--- src/cpu_params.svh ---
`ifndef CPU_PARAMS_SVH
`define CPU_PARAMS_SVH

// datapath widths
`define WORD_WIDTH      32
`define OPCODE_WIDTH    6
`define FUNCT_WIDTH     6
`define IMM_WIDTH       16

// register file
`define REG_ADDR_WIDTH  5
`define REG_COUNT       32

// instruction memory, word addressed
`define IMEM_DEPTH      256
`define IMEM_ADDR_WIDTH 8

// data memory, word addressed
`define DMEM_DEPTH      256
`define DMEM_ADDR_WIDTH 8

`endif

--- src/isa_pkg.sv ---
`include "cpu_params.svh"

package isa_pkg;

    typedef logic [`WORD_WIDTH-1:0]      word_t;
    typedef logic [`WORD_WIDTH-1:0]      instr_t;
    typedef logic [`REG_ADDR_WIDTH-1:0]  reg_idx_t;
    typedef logic [`IMEM_ADDR_WIDTH-1:0] imem_addr_t;
    typedef logic [`IMM_WIDTH-1:0]       imm_t;

    // bits 31:26 of every instruction
    typedef enum logic [`OPCODE_WIDTH-1:0] {
        op_rtype = 6'd0,
        op_beq   = 6'd4,
        op_bne   = 6'd5,
        op_addi  = 6'd8,
        op_lw    = 6'd35,
        op_sw    = 6'd43
    } opcode_e;

    // bits 5:0, only meaningful for op_rtype
    typedef enum logic [`FUNCT_WIDTH-1:0] {
        fn_add = 6'd32,
        fn_sub = 6'd34,
        fn_and = 6'd36,
        fn_or  = 6'd37,
        fn_slt = 6'd42
    } funct_e;

endpackage

--- src/pipe_if.sv ---
`timescale 1ns/1ps

interface hazard_if
    import isa_pkg::*;
();
    logic     if_hold;
    logic     id_flush;
    logic     ex_bubble;
    logic     pipe_clear;

    logic     id_is_branch;
    logic     id_uses_rt;
    logic     branch_taken;
    reg_idx_t id_rs;
    reg_idx_t id_rt;

    reg_idx_t ex_dest;
    logic     ex_writes;
    logic     ex_is_load;

    reg_idx_t mem_dest;
    logic     mem_writes;

    modport ctl (
        input  id_rs, id_rt, id_uses_rt, id_is_branch, branch_taken,
        input  ex_dest, ex_writes, ex_is_load, mem_dest, mem_writes,
        output if_hold, id_flush, ex_bubble, pipe_clear
    );
    modport fetch (input if_hold, id_flush, pipe_clear);
    modport decode (
        input  ex_bubble, pipe_clear,
        output id_rs, id_rt, id_uses_rt, id_is_branch, branch_taken
    );
    modport execute (input pipe_clear, output ex_dest, ex_writes, ex_is_load);
    modport mem (input pipe_clear, output mem_dest, mem_writes);
endinterface


--- src/hazard_control.sv ---
`timescale 1ns/1ps

module hazard_control
    import isa_pkg::*;
(
    input  logic  clk,
    input  logic  rst_n,
    input  logic  run,
    hazard_if.ctl hz
);

    logic run_q, load_use, branch_dep, stall;

    function automatic logic hits(reg_idx_t dest, reg_idx_t src);
        return (dest != '0) && (dest == src);
    endfunction

    always_ff @(posedge clk) begin
        if (!rst_n) begin
            run_q <= 1'b0;
        end else begin
            run_q <= run;
        end
    end

    // consumer in ID, load still in EX
    assign load_use = hz.ex_is_load &&
                      (hits(hz.ex_dest, hz.id_rs) || (hz.id_uses_rt && hits(hz.ex_dest, hz.id_rt)));

    // branch compares in ID, so its operands must already be in the regfile or WB
    assign branch_dep = hz.id_is_branch &&
                        ((hz.ex_writes && (hits(hz.ex_dest, hz.id_rs) ||
                                           hits(hz.ex_dest, hz.id_rt))) ||
                         (hz.mem_writes && (hits(hz.mem_dest, hz.id_rs) ||
                                            hits(hz.mem_dest, hz.id_rt))));

    assign stall = load_use || branch_dep;

    // one extra cleared cycle after run rises lets the last load settle
    assign hz.pipe_clear = !run || !run_q;
    assign hz.if_hold    = stall;
    assign hz.ex_bubble  = stall;
    assign hz.id_flush   = hz.branch_taken && !stall;

endmodule

--- src/flat_wrapper.sv ---
// flat-port wrapper written by rule: the top's interface ports become plain ports
module hazard_control_flat import isa_pkg::*;
  (clk, rst_n, run, hz_id_rs, hz_id_rt, hz_id_uses_rt, hz_id_is_branch, hz_branch_taken, hz_ex_dest, hz_ex_writes, hz_ex_is_load, hz_mem_dest, hz_mem_writes, hz_if_hold, hz_id_flush, hz_ex_bubble, hz_pipe_clear);
  hazard_if hz_i ();
  input  logic clk;
  input  logic rst_n;
  input  logic run;
  input wire logic [$bits(hz_i.id_rs)-1:0] hz_id_rs;
  input wire logic [$bits(hz_i.id_rt)-1:0] hz_id_rt;
  input wire logic [$bits(hz_i.id_uses_rt)-1:0] hz_id_uses_rt;
  input wire logic [$bits(hz_i.id_is_branch)-1:0] hz_id_is_branch;
  input wire logic [$bits(hz_i.branch_taken)-1:0] hz_branch_taken;
  input wire logic [$bits(hz_i.ex_dest)-1:0] hz_ex_dest;
  input wire logic [$bits(hz_i.ex_writes)-1:0] hz_ex_writes;
  input wire logic [$bits(hz_i.ex_is_load)-1:0] hz_ex_is_load;
  input wire logic [$bits(hz_i.mem_dest)-1:0] hz_mem_dest;
  input wire logic [$bits(hz_i.mem_writes)-1:0] hz_mem_writes;
  output wire logic [$bits(hz_i.if_hold)-1:0] hz_if_hold;
  output wire logic [$bits(hz_i.id_flush)-1:0] hz_id_flush;
  output wire logic [$bits(hz_i.ex_bubble)-1:0] hz_ex_bubble;
  output wire logic [$bits(hz_i.pipe_clear)-1:0] hz_pipe_clear;
  assign hz_i.id_rs = hz_id_rs;
  assign hz_i.id_rt = hz_id_rt;
  assign hz_i.id_uses_rt = hz_id_uses_rt;
  assign hz_i.id_is_branch = hz_id_is_branch;
  assign hz_i.branch_taken = hz_branch_taken;
  assign hz_i.ex_dest = hz_ex_dest;
  assign hz_i.ex_writes = hz_ex_writes;
  assign hz_i.ex_is_load = hz_ex_is_load;
  assign hz_i.mem_dest = hz_mem_dest;
  assign hz_i.mem_writes = hz_mem_writes;
  assign hz_if_hold = hz_i.if_hold;
  assign hz_id_flush = hz_i.id_flush;
  assign hz_ex_bubble = hz_i.ex_bubble;
  assign hz_pipe_clear = hz_i.pipe_clear;
  hazard_control u_core (.clk(clk), .rst_n(rst_n), .run(run), .hz(hz_i));
endmodule
--- config.mk ---
export PLATFORM = sky130hd
export DESIGN_NAME = hazard_control_flat
export DESIGN_NICKNAME = d
export VERILOG_FILES = /design/src/isa_pkg.sv /design/src/pipe_if.sv /design/src/hazard_control.sv /design/src/flat_wrapper.sv
export VERILOG_INCLUDE_DIRS = /design/src
export SDC_FILE = /design/constraint.sdc
export NUM_CORES = 1
export LEC_CHECK = 0
export ABC_AREA = 0
export CAP_MARGIN = 20
export CELL_PAD_IN_SITES_DETAIL_PLACEMENT = 1
export CELL_PAD_IN_SITES_GLOBAL_PLACEMENT = 1
export CORE_AREA = 2 2 39 41
export DETAILED_ROUTE_END_ITERATION = 16
export DIE_AREA = 0 0 41 43
export DONT_BUFFER_PORTS = 1
export PLACE_DENSITY_LB_ADDON = 0.12
export SLEW_MARGIN = 10
export SYNTH_ARGS = -nofsm -noshare
export SYNTH_HDL_FRONTEND = slang
export SYNTH_SLANG_ARGS = --single-unit
--- constraint.sdc ---
create_clock -name clk -period 1.85 [get_ports clk]
set_clock_uncertainty 0.15 [all_clocks]
set_input_delay 0.0925 -clock clk [delete_from_list [all_inputs] [get_ports clk]]
set_output_delay 0.0925 -clock clk [all_outputs]
set_load 0.05 [all_outputs]
==> key figures <==
Synth
  • Ys Warns: 0
  • Count leader, synth: xnor2_1
  • Async set or reset register ratio after synthesis: 0
  • Yosys top cell by area: xnor2_1
  • Top cells by area, synth: xnor2_1 41%, xor2_1 14%, or4_1 7.0%
  • Most used flip-flop cell after synthesis: dfxtp_1
  • Post-synthesis sequential area ratio: 0.06202
  • Mapped cell area: ~320 um^2
  • Syn nets: between 70 and 80
  • Yosys cell types: 17
  • Yosys reg bits: 1
  • Yosys top cell area share: 0.4070
  • Top post-synthesis cells by count: 15 x xnor2_1, 5 x xor2_1, 4 x nand2_1
  • Cells after synthesis: 42
  • Avg Cell Area, Syn: 7.686 um^2
  • Post-synth EDFFs: 0

Clock tree
  • Post-CTS setup buffer count: 0
  • CTS clk-pin slew, worst paths: 0 ps
  • # hold bufs at CTS: 0
  • Post-cts sizing count: 0

Worst setup path
  • Cells along the critical path: xnor2_1 -> nand3_1 -> or4_1 -> a22o_1 -> and3_1 -> buf_12
  • Crit. End Element: output pin
  • Slowest cell delay on critical path: about 500 ps
  • Crit path max fanout: 3
  • CP max stage cell: or4_1
  • Critical path class: input port to output pin
  • Worst setup SP type: input port
  • CP arrival: 1420 ps
  • Critical path required time: 1610 ps

Global route
  • Vias in the first global route: 377
  • Global-route wire length before repair: approximately 1500 um
  • GRT Total Usage: 0.1211
  • Initial antenna violation count: 0
  • Largest net degree at the start of global routing: 4
  • GRT Residual Overflow: 0

Timing
  • Slew Limit Fails: 0
  • RSZ-0062 raised after global routing: false
  • Final setup violation count: 0
  • Crit path time final: between 1500 and 2000 ps
  • Crit share post-route: 0.9001
  • Worst Tran Pin Value: 459.1 ps
  • Worst slew margin: 0.6932
  • Hold Vio Cnt, Final: 0
  • F_max: ~600 MHz
  • Final setup TNS: 0 ps

Layout
  • Finished Layout Cells: 59
  • Diodes inserted: 0
  • Register area: ~20 um^2
  • Fraction of layout cells with a size suffix above 1: 0.06977
  • Area delta synth->final: 17.05%
  • Multi-input gate area: roughly 300 um^2
  • Fillers: 174
  • Max reg flops: 1
  • Layout Utilization: 0.2731
  • Layout Nets: between 70 and 80
  • Largest Register: u_core.run_q
  • Top Registers: u_core.run_q x1

Detailed routing
  • Drt drc: 0
  • Vias after detailed routing: between 300 and 400
  • Post-route antenna net violation count: 0
  • WL/cell: around 17 um
  • Vias per inst: roughly 5.5
  • Pre-antenna DRT Iters: 2
  • Initial drt markers: 4
  • Post-Route WL: approximately 1000 um

Worst hold path
  • Critical hold path startpoint: run
  • Hold depth: 1
  • WHS Endpoint: u_core.run_q
  • HP Class: input port to register

Outcome
  • Status: completed

Placement
  • Placed Cells: a little under 60
  • Port Buf Inserts: 0
  • Dpl hpwl: 958.6 um
  • GP Congestion: about 0.66

Floorplanning
  • Starting Density: 0.2333
  • Rows: 14
  • Io pins: 33
  • Die H: ~43 um
  • Core area: 1384 um^2
  • Die width: slightly above 40 um
  • DIE AREA: roughly 1800 um^2

Pwr
  • Cell Pwr Density: 290.2 nW/um^2
  • Sw frac: 0.3683
  • Maximum VDD drop: ~0.12 mV
  • Pint: 0.06928 mW
  • Clock share of power: 0
  • Comb power frac: 0.786
  • Register share of total power: 0.214
  • Sw Pwr: between 0.04 and 0.05 mW
  • Leakage Power: roughly 0.11 nW

Run
  • Max-cap violations: 0
-- worst max-delay path by stage --
stage                        startpoint          end  cells past startpoint  slack [ps]
final                     hz_ex_dest[4]  hz_id_flush                      6         180
after global routing      hz_ex_dest[4]  hz_id_flush                      6          80
after CTS                 hz_ex_dest[4]  hz_id_flush                      6         160
after detailed placement  hz_ex_dest[4]  hz_id_flush                      6         160
after global placement    hz_ex_dest[4]  hz_id_flush                      6         190
after floorplan           hz_ex_dest[4]   hz_if_hold                      6         110
-- cell type report --
| class | instances | share of cell area |
|---|---|---|
| flip-flops and latches | 1 | 0.05298 |
| well taps | 16 | 0.05298 |
| repair buffers | 2 | 0.1060 |
| multi-input cells | 40 | 0.7881 |
-- metal layers --
| metal | global-route usage | wire [um] | part of all wire |
|---|---|---|---|
| met4 | 0 | 0 | 0 |
| met5 | 0 | 0 | 0 |
| met1 | 0.1561 | 328 | 0.32 |
| met3 | 0.03665 | 175 | 0.17 |
| met2 | 0.2031 | 508 | 0.50 |
-- worst max-delay path: cells and delay by family --
family | cells | cell delay [ps]
AND/OR/NAND/NOR | 3 | 800
AO/OA/AOI/OAI | 1 | 240
XOR/XNOR | 1 | 150
buffers and inverters | 1 | 150
-- logic make-up after synthesis --
family	share of synthesized area
xor+xnor	0.5426
flops	0.06202
buf+inv	0.02326
simple gates	0.2752
compound gates	0.09693
-- per-stage QoR --
step                setup slack (ps)  instance area [um^2]  hold slack [ps]  power [mW]
floorplan                      114.4                 325.3            64.21     0.09219
global placement               193.8                 377.9            68.82      0.1087
detailed placement             163.2                 377.9            68.21      0.1103
CTS                            164.8                 377.9            68.21      0.1106
global route                   82.82                 377.9            82.77      0.1184
finish                         184.8                 377.9            65.88      0.1097
-- cells in the final DEF (no fill, tap or decap), types with 2 or more instances in the layout --
cell / Yosys / routed
nand2_1: 4 / 3
xor2_1: 5 / 5
buf_12: 0 / 2
nand3_1: 3 / 3
or4_1: 3 / 3
xnor2_1: 15 / 15
-- power groups by stage --
stage               Sequential [mW]  Clock (mW)  Combinational, mW
floorplan                    0.0234           0             0.0688
global placement             0.0234           0             0.0853
detailed placement           0.0235           0             0.0869
CTS                          0.0235           0             0.0872
global route                 0.0236           0             0.0948
finish                       0.0235           0             0.0862
No activity file was read; power rests on OpenSTA's default activity.
