$ cat src/cpu_params.svh
`ifndef CPU_PARAMS_SVH
`define CPU_PARAMS_SVH

// datapath widths
`define WORD_WIDTH      32
`define OPCODE_WIDTH    6
`define FUNCT_WIDTH     6
`define IMM_WIDTH       16

// register file
`define REG_ADDR_WIDTH  5
`define REG_COUNT       32

// instruction memory, word addressed
`define IMEM_DEPTH      256
`define IMEM_ADDR_WIDTH 8

// data memory, word addressed
`define DMEM_DEPTH      256
`define DMEM_ADDR_WIDTH 8

`endif

$ cat src/isa_pkg.sv
`include "cpu_params.svh"

package isa_pkg;

    typedef logic [`WORD_WIDTH-1:0]      word_t;
    typedef logic [`WORD_WIDTH-1:0]      instr_t;
    typedef logic [`REG_ADDR_WIDTH-1:0]  reg_idx_t;
    typedef logic [`IMEM_ADDR_WIDTH-1:0] imem_addr_t;
    typedef logic [`IMM_WIDTH-1:0]       imm_t;

    // bits 31:26 of every instruction
    typedef enum logic [`OPCODE_WIDTH-1:0] {
        op_rtype = 6'd0,
        op_beq   = 6'd4,
        op_bne   = 6'd5,
        op_addi  = 6'd8,
        op_lw    = 6'd35,
        op_sw    = 6'd43
    } opcode_e;

    // bits 5:0, only meaningful for op_rtype
    typedef enum logic [`FUNCT_WIDTH-1:0] {
        fn_add = 6'd32,
        fn_sub = 6'd34,
        fn_and = 6'd36,
        fn_or  = 6'd37,
        fn_slt = 6'd42
    } funct_e;

endpackage

$ cat src/pipe_pkg.sv
package pipe_pkg;

    typedef enum logic [2:0] {
        alu_add,
        alu_sub,
        alu_and,
        alu_or,
        alu_slt
    } alu_op_t;

    typedef enum logic [1:0] {
        fwd_none,
        fwd_from_mem,
        fwd_from_wb
    } fwd_sel_t;

    typedef logic [1:0] mem_ctl_t;

    // bit positions inside mem_ctl_t
    localparam int mem_rd_bit = 0;
    localparam int mem_wr_bit = 1;

endpackage

$ cat src/pipe_if.sv
`timescale 1ns/1ps

interface hazard_if
    import isa_pkg::*;
();
    logic     if_hold;
    logic     id_flush;
    logic     ex_bubble;
    logic     pipe_clear;

    logic     id_is_branch;
    logic     id_uses_rt;
    logic     branch_taken;
    reg_idx_t id_rs;
    reg_idx_t id_rt;

    reg_idx_t ex_dest;
    logic     ex_writes;
    logic     ex_is_load;

    reg_idx_t mem_dest;
    logic     mem_writes;

    modport ctl (
        input  id_rs, id_rt, id_uses_rt, id_is_branch, branch_taken,
        input  ex_dest, ex_writes, ex_is_load, mem_dest, mem_writes,
        output if_hold, id_flush, ex_bubble, pipe_clear
    );
    modport fetch (input if_hold, id_flush, pipe_clear);
    modport decode (
        input  ex_bubble, pipe_clear,
        output id_rs, id_rt, id_uses_rt, id_is_branch, branch_taken
    );
    modport execute (input pipe_clear, output ex_dest, ex_writes, ex_is_load);
    modport mem (input pipe_clear, output mem_dest, mem_writes);
endinterface

interface wb_if
    import isa_pkg::*;
();
    // writeback stage
    logic     valid;
    reg_idx_t idx;
    word_t    data;

    // instruction currently in MEM
    logic     is_load_mem;
    logic     mem_valid_write;
    reg_idx_t mem_idx;
    word_t    mem_data;

    modport src (output valid, idx, data, is_load_mem, mem_valid_write, mem_idx, mem_data);
    modport sink (input valid, idx, data, is_load_mem, mem_valid_write, mem_idx, mem_data);
endinterface

$ cat src/decode_stage.sv
`include "cpu_params.svh"
`timescale 1ns/1ps

module decode_stage
    import isa_pkg::*;
    import pipe_pkg::*;
(
    input  logic      clk,
    input  logic      rst_n,
    input  word_t     id_pc,
    input  instr_t    id_instr,
    input  logic      id_valid,
    hazard_if.decode  hz,
    wb_if.sink        wb,
    output word_t     branch_target,
    output word_t     ex_a,
    output word_t     ex_b,
    output word_t     ex_store,
    output reg_idx_t  ex_rs,
    output reg_idx_t  ex_rt,
    output reg_idx_t  ex_dest,
    output alu_op_t   ex_alu_op,
    output mem_ctl_t  ex_mem_ctl,
    output logic      ex_writes,
    output logic      ex_valid
);

    opcode_e  opcode;
    funct_e   funct;
    reg_idx_t rs, rt, rd, dest, src_rt;
    imm_t     imm;
    word_t    imm_ext, rs_val, rt_val;
    alu_op_t  alu_op;
    mem_ctl_t mem_ctl;
    logic     writes, b_imm, uses_rt, is_beq, is_bne, operands_eq;

    word_t regs [`REG_COUNT];

    assign opcode  = opcode_e'(id_instr[`WORD_WIDTH-1 -: `OPCODE_WIDTH]);
    assign funct   = funct_e'(id_instr[`FUNCT_WIDTH-1:0]);
    assign rs      = id_instr[25:21];
    assign rt      = id_instr[20:16];
    assign rd      = id_instr[15:11];
    assign imm     = id_instr[`IMM_WIDTH-1:0];
    assign imm_ext = {{(`WORD_WIDTH-`IMM_WIDTH){imm[`IMM_WIDTH-1]}}, imm};

    // r0 is never written since wb.valid excludes it
    always_ff @(posedge clk) begin
        if (!rst_n) begin
            for (int i = 0; i < `REG_COUNT; i++) begin
                regs[i] <= '0;
            end
        end else if (wb.valid) begin
            regs[wb.idx] <= wb.data;
        end
    end

    // write before read
    assign rs_val = (wb.valid && wb.idx == rs) ? wb.data : regs[rs];
    assign rt_val = (wb.valid && wb.idx == rt) ? wb.data : regs[rt];

    always_comb begin
        alu_op  = alu_add;
        mem_ctl = '0;
        writes  = 1'b0;
        b_imm   = 1'b0;
        uses_rt = 1'b0;
        is_beq  = 1'b0;
        is_bne  = 1'b0;
        dest    = rd;
        src_rt  = rt;
        case (opcode)
            op_rtype: begin
                uses_rt = 1'b1;
                writes  = 1'b1;
                case (funct)
                    fn_add:  alu_op = alu_add;
                    fn_sub:  alu_op = alu_sub;
                    fn_and:  alu_op = alu_and;
                    fn_or:   alu_op = alu_or;
                    fn_slt:  alu_op = alu_slt;
                    default: writes = 1'b0;
                endcase
            end
            // rt is a destination here, so nothing forwards into b
            op_addi: begin
                writes = 1'b1;
                dest   = rt;
                src_rt = '0;
                b_imm  = 1'b1;
            end
            op_lw: begin
                writes              = 1'b1;
                dest                = rt;
                src_rt              = '0;
                b_imm               = 1'b1;
                mem_ctl[mem_rd_bit] = 1'b1;
            end
            op_sw: begin
                uses_rt             = 1'b1;
                b_imm               = 1'b1;
                mem_ctl[mem_wr_bit] = 1'b1;
            end
            op_beq: begin
                uses_rt = 1'b1;
                is_beq  = 1'b1;
            end
            op_bne: begin
                uses_rt = 1'b1;
                is_bne  = 1'b1;
            end
            default: ;
        endcase
    end

    assign operands_eq   = (rs_val == rt_val);
    assign branch_target = id_pc + word_t'(4) + (imm_ext << 2);

    assign hz.id_rs        = rs;
    assign hz.id_rt        = rt;
    assign hz.id_uses_rt   = uses_rt;
    assign hz.id_is_branch = id_valid && (is_beq || is_bne);
    assign hz.branch_taken = id_valid && ((is_beq && operands_eq) || (is_bne && !operands_eq));

    // ID/EX
    always_ff @(posedge clk) begin
        if (!rst_n) begin
            ex_valid <= 1'b0;
        end else if (hz.pipe_clear || hz.ex_bubble) begin
            ex_valid <= 1'b0;
        end else begin
            ex_valid <= id_valid;
        end
    end

    always_ff @(posedge clk) begin
        ex_a       <= rs_val;
        ex_b       <= b_imm ? imm_ext : rt_val;
        ex_store   <= rt_val;
        ex_rs      <= rs;
        ex_rt      <= src_rt;
        ex_dest    <= dest;
        ex_alu_op  <= alu_op;
        ex_mem_ctl <= mem_ctl;
        ex_writes  <= writes && (dest != '0);
    end

endmodule

$ cat src/flat_wrapper.sv
// flat-port wrapper written by rule: the top's interface ports become plain ports
module decode_stage_flat import isa_pkg::*; import pipe_pkg::*;
  (clk, rst_n, id_pc, id_instr, id_valid, branch_target, ex_a, ex_b, ex_store, ex_rs, ex_rt, ex_dest, ex_alu_op, ex_mem_ctl, ex_writes, ex_valid, hz_ex_bubble, hz_pipe_clear, hz_id_rs, hz_id_rt, hz_id_uses_rt, hz_id_is_branch, hz_branch_taken, wb_valid, wb_idx, wb_data, wb_is_load_mem, wb_mem_valid_write, wb_mem_idx, wb_mem_data);
  hazard_if hz_i ();
  wb_if wb_i ();
  input  logic clk;
  input  logic rst_n;
  input  word_t id_pc;
  input  instr_t id_instr;
  input  logic id_valid;
  output word_t branch_target;
  output word_t ex_a;
  output word_t ex_b;
  output word_t ex_store;
  output reg_idx_t ex_rs;
  output reg_idx_t ex_rt;
  output reg_idx_t ex_dest;
  output alu_op_t ex_alu_op;
  output mem_ctl_t ex_mem_ctl;
  output logic ex_writes;
  output logic ex_valid;
  input wire logic [$bits(hz_i.ex_bubble)-1:0] hz_ex_bubble;
  input wire logic [$bits(hz_i.pipe_clear)-1:0] hz_pipe_clear;
  output wire logic [$bits(hz_i.id_rs)-1:0] hz_id_rs;
  output wire logic [$bits(hz_i.id_rt)-1:0] hz_id_rt;
  output wire logic [$bits(hz_i.id_uses_rt)-1:0] hz_id_uses_rt;
  output wire logic [$bits(hz_i.id_is_branch)-1:0] hz_id_is_branch;
  output wire logic [$bits(hz_i.branch_taken)-1:0] hz_branch_taken;
  input wire logic [$bits(wb_i.valid)-1:0] wb_valid;
  input wire logic [$bits(wb_i.idx)-1:0] wb_idx;
  input wire logic [$bits(wb_i.data)-1:0] wb_data;
  input wire logic [$bits(wb_i.is_load_mem)-1:0] wb_is_load_mem;
  input wire logic [$bits(wb_i.mem_valid_write)-1:0] wb_mem_valid_write;
  input wire logic [$bits(wb_i.mem_idx)-1:0] wb_mem_idx;
  input wire logic [$bits(wb_i.mem_data)-1:0] wb_mem_data;
  assign hz_i.ex_bubble = hz_ex_bubble;
  assign hz_i.pipe_clear = hz_pipe_clear;
  assign hz_id_rs = hz_i.id_rs;
  assign hz_id_rt = hz_i.id_rt;
  assign hz_id_uses_rt = hz_i.id_uses_rt;
  assign hz_id_is_branch = hz_i.id_is_branch;
  assign hz_branch_taken = hz_i.branch_taken;
  assign wb_i.valid = wb_valid;
  assign wb_i.idx = wb_idx;
  assign wb_i.data = wb_data;
  assign wb_i.is_load_mem = wb_is_load_mem;
  assign wb_i.mem_valid_write = wb_mem_valid_write;
  assign wb_i.mem_idx = wb_mem_idx;
  assign wb_i.mem_data = wb_mem_data;
  decode_stage u_core (.clk(clk), .rst_n(rst_n), .id_pc(id_pc), .id_instr(id_instr), .id_valid(id_valid), .hz(hz_i), .wb(wb_i), .branch_target(branch_target), .ex_a(ex_a), .ex_b(ex_b), .ex_store(ex_store), .ex_rs(ex_rs), .ex_rt(ex_rt), .ex_dest(ex_dest), .ex_alu_op(ex_alu_op), .ex_mem_ctl(ex_mem_ctl), .ex_writes(ex_writes), .ex_valid(ex_valid));
endmodule
$ cat config.mk
export PLATFORM = sky130hd
export DESIGN_NAME = decode_stage_flat
export DESIGN_NICKNAME = d
export VERILOG_FILES = /design/src/isa_pkg.sv /design/src/pipe_pkg.sv /design/src/pipe_if.sv /design/src/decode_stage.sv /design/src/flat_wrapper.sv
export VERILOG_INCLUDE_DIRS = /design/src
export SDC_FILE = /design/constraint.sdc
export NUM_CORES = 2
export LEC_CHECK = 0
export BUFFER_PORTS_ARGS = -buffer_cell sky130_fd_sc_hd__buf_2
export CORE_MARGIN = 5
export CORE_UTILIZATION = 55
export DETAILED_ROUTE_END_ITERATION = 12
export HOLD_SLACK_MARGIN = 0.15
export PLACE_DENSITY = 0.78
export RECOVER_POWER = 50
export SKIP_LAST_GASP = 1
export SLEW_MARGIN = 5
export SYNTH_ARGS = -nofsm -noshare
export SYNTH_HDL_FRONTEND = slang
export SYNTH_SLANG_ARGS = --single-unit
$ cat constraint.sdc
create_clock -name clk -period 9.36 [get_ports clk]
set_input_delay 1.404 -clock clk [delete_from_list [all_inputs] [get_ports clk]]
set_output_delay 1.404 -clock clk [all_outputs]
set_load 0.02 [all_outputs]
==> out/qor.yml <==
status:
  status: "complete, but fails checks"
  violations: "max-capacitance violations, max-slew violations"
synth:
  async_flop_share: 0
  ys_warn_count: 0
  yosys.area.top_type_share: 0.505
  synthAdderAreaFrac: 0.0121
  synth_mux_area_frac: 0.268
  yosysSeqAreaShare: 0.544
  synth_cell_types: 52
  synthFlopType: "edfxtp_1"
  syn_avg_cell_area_sq_um: 15.3
  syn-cell-area_sq_mm: 0.0608
  yosys.area_share.xor_xnor: 0.00979
  synth_compound_area_frac: 0.0125
  synth_nets: 4176
  yosysTopAreaCell: "edfxtp_1"
  synthSimpleGateAreaFrac: 0.120
  synth_edf_count: 1024
  synth.cells.most_frequent: "and2_1, edfxtp_1, mux4_2, clkbuf_1, mux2i_1"
  synth_seq_cells: 1142
  synthTopCellsByArea: "edfxtp_1, mux4_2, and2_1"
  synth_top_family_by_area: "multiplexers"
  yosysMostFrequentCell: "and2_1"
  syn_inst: 3972
die:
  io-pin-count: 309
  start_util: 0.552
  fp.coreArea_sq_mm: 0.110
  dieWidth_um: 343
  die-area_sq_mm: 0.117
  dieHeight_um: 343
  rows: 122
route:
  drt-initial-drc-count: 6377
  vias: 38600
  via_per_inst: 6.79
  wire_per_inst_um: 33.8
  ant_nets: 0
  dr.pass1.iters: 6
  drt_wl_total_mm: 192
  route.detailed.drc: 0
hold_path:
  min-delay-start: "hz_ex_bubble"
  hold_class: "input pin to flop"
  holdPathStages: 2
  whs_endpoint: "u_core.ex_valid$_SDFF_PP0_"
place:
  post_dp_cell_area_sq_mm: 0.0639
  routabilityCongestion: 0.878
  dp_hpwl_mm: 110
  io_buffers: 265
pwr:
  power_frac_comb: 0.153
  irDropWorstVdd_v: 0.000159
  netSwitchingPower_mw: 3.37
  power_frac_seq: 0.471
  switching_share: 0.263
  clockPowerShare: 0.376
  internal_power_mw: 9.46
  power.leakage_nw: 23.8
  powerDensity_mw_per_mm2: 191
global_route:
  grt_overflow_total: 0
  grtUsageTotal: 0.324
  grt_pass1_vias: 38400
  grt_pass1_wl_mm: 270
  antenna_found_initial: 28
  grt_max_degree: 133
clocking:
  cts_resized: 0
  cts_buffer_depth: 3
  insertion_delay_ns: 0.72
  holdBufCountCts: 0
  numClockSinks: 1142
  numCtsBuffers: 118
  root_buffer: "clkbuf_16"
  cts_tree: "done"
  htreeDepth: 3
  post_cts_buffers: 0
  clk_pin_slew_ns: 0.06
worst_setup_path:
  critPathMaxFanout: 24
  worstPathRequired_ns: 7.96
  cp-startpoint: "id_instr[23]"
  arrival_ns: 6.37
  r2r-end: "u_core.ex_b[30]$_DFF_P_"
  r2r_setup_slack_ns: 6.47
  setup.worst_path.end_class: "output port"
  crit_type: "input pin to output port"
  ff2ff_path_depth: 5
  rr_startpoint: "u_core.regs[7][30]$_SDFFCE_PN0P_"
  cp-start-kind: "input pin"
sta:
  layout_min_cycle_time_ns: 7.78
  fmax_mhz: 129
  worstMarginPinSlew_ns: 4.86
  finalMaxSlewViolations: 1121
  fin_skew_ns: 0.0268
  min_period_over_period: 0.831
  relSlewSlack: -2.28
  hold_viol_final: 0
  rsz0062_at_grt: "false"
  final-setup-viol-count: 0
  setup_tns_ns: 0
cells_and_area:
  multi_input_area_sq_mm: 0.0259
  finalNetCount: 4283
  postLayoutCellArea_sq_mm: 0.0673
  regArea_sq_mm: 0.0331
  drive_gt1_frac: 0.268
  area_growth_pct: 10.5
  fill_cells: 8080
run:
  cap_violations: 49
## power groups by stage
stage | combinational [mW] | sequential [mW] | clock [mW]
after floorplan | 1.15 | 6.21 | 0
after global placement | 1.93 | 6.10 | 0
after detailed placement | 1.95 | 6.13 | 0
after CTS | 1.96 | 6.03 | 4.84
after global routing | 2.03 | 6.07 | 5.07
final | 1.96 | 6.04 | 4.82
## registers in the layout, summed over array words and instances (netlist names)
register,cells
u_core.regs,1024
u_core.ex_a,32
u_core.ex_b,32
u_core.ex_store,32
u_core.ex_dest,5
u_core.ex_rs,5
u_core.ex_rt,5
u_core.ex_alu_op,3
u_core.ex_mem_ctl,2
u_core.ex_valid,1
u_core.ex_writes,1
## per-layer routing
metal / routed length, um / vias up / global-route usage
met5: 61 / - / 0
met4: 9530 / 8 / 0.129
met3: 32700 / 618 / 0.110
met2: 86100 / 3336 / 0.494
met1: 63900 / 19400 / 0.434
li1: - / 15200 / -
## final cells by class
type / count / share of cell area
Antenna cell: 9 / 0.000335
Clock buffer: 151 / 0.0473
Clock inverter: 75 / 0.0115
Inverter: 73 / 0.00422
Multi-Input combinational cell: 2368 / 0.386
Sequential cell: 1142 / 0.492
Tap cell: 1488 / 0.0277
Timing Repair Buffer: 376 / 0.0308
## critical path: stages
cell and delay, ns:
buf_4 0.49, xor2_1 0.15, nor4_1 0.47, nand3_4 0.75
mux2i_1 1.02, xor2_1 0.33, nor4_1 0.64, nand4_1 0.40
o311ai_1 0.35, o41ai_1 0.11, buf_2 0.18
## worst max path at each step
stage	end	cells past startpoint
after global routing	hz_branch_taken	11
after floorplan	branch_target[31]	12
after CTS	hz_branch_taken	11
after detailed placement	hz_branch_taken	11
final	hz_branch_taken	11
after global placement	hz_branch_taken	12
## stage by stage
stage	total power, mW	cells	setup slack (ns)	util	hold slack (ns)
floorplan	7.36	3972	3.25	-	1.02
global placement	8.04	5447	1.95	0.580	1.11
detailed placement	8.09	5447	1.94	0.580	1.14
CTS	12.8	5673	1.90	0.616	0.823
global route	13.2	5674	1.54	0.610	0.844
finish	12.8	5682	1.58	0.610	0.842
## cells by family (layout without fill, tap and decap cells)
family / count (synthesis) / in the layout
buffers and inverters: 462 / 675
multiplexers: 896 / 896
AND/OR/NAND/NOR: 1222 / 1222
flip-flops: 1142 / 1142
other: 0 / 9
AO/OA/AOI/OAI: 124 / 124
XOR/XNOR: 68 / 68
adder cells (fa/ha/maj): 58 / 58
## cells in the final DEF, fill, tap and decap left out, drive strengths merged, types with 4 or more instances in the layout
cell type / count
mux2i: 217
mux2: 103
nor3: 8
diode: 9
a211oi: 4
buf: 222
mux4: 576
a21bo: 6
clkbuf: 305
nand4: 6
clkinvlp: 4
nand3: 11
nand2: 69
xor2: 21
clkinv: 53
bufinv: 14
a21o: 8
nor4: 11
or3: 4
dfxtp: 118
and2: 1031
ha: 57
inv: 77
edfxtp: 1024
and3: 4
o21ai: 60
xnor2: 47
a21oi: 23
nor2: 62
No activity file was read; power rests on OpenSTA's default activity.
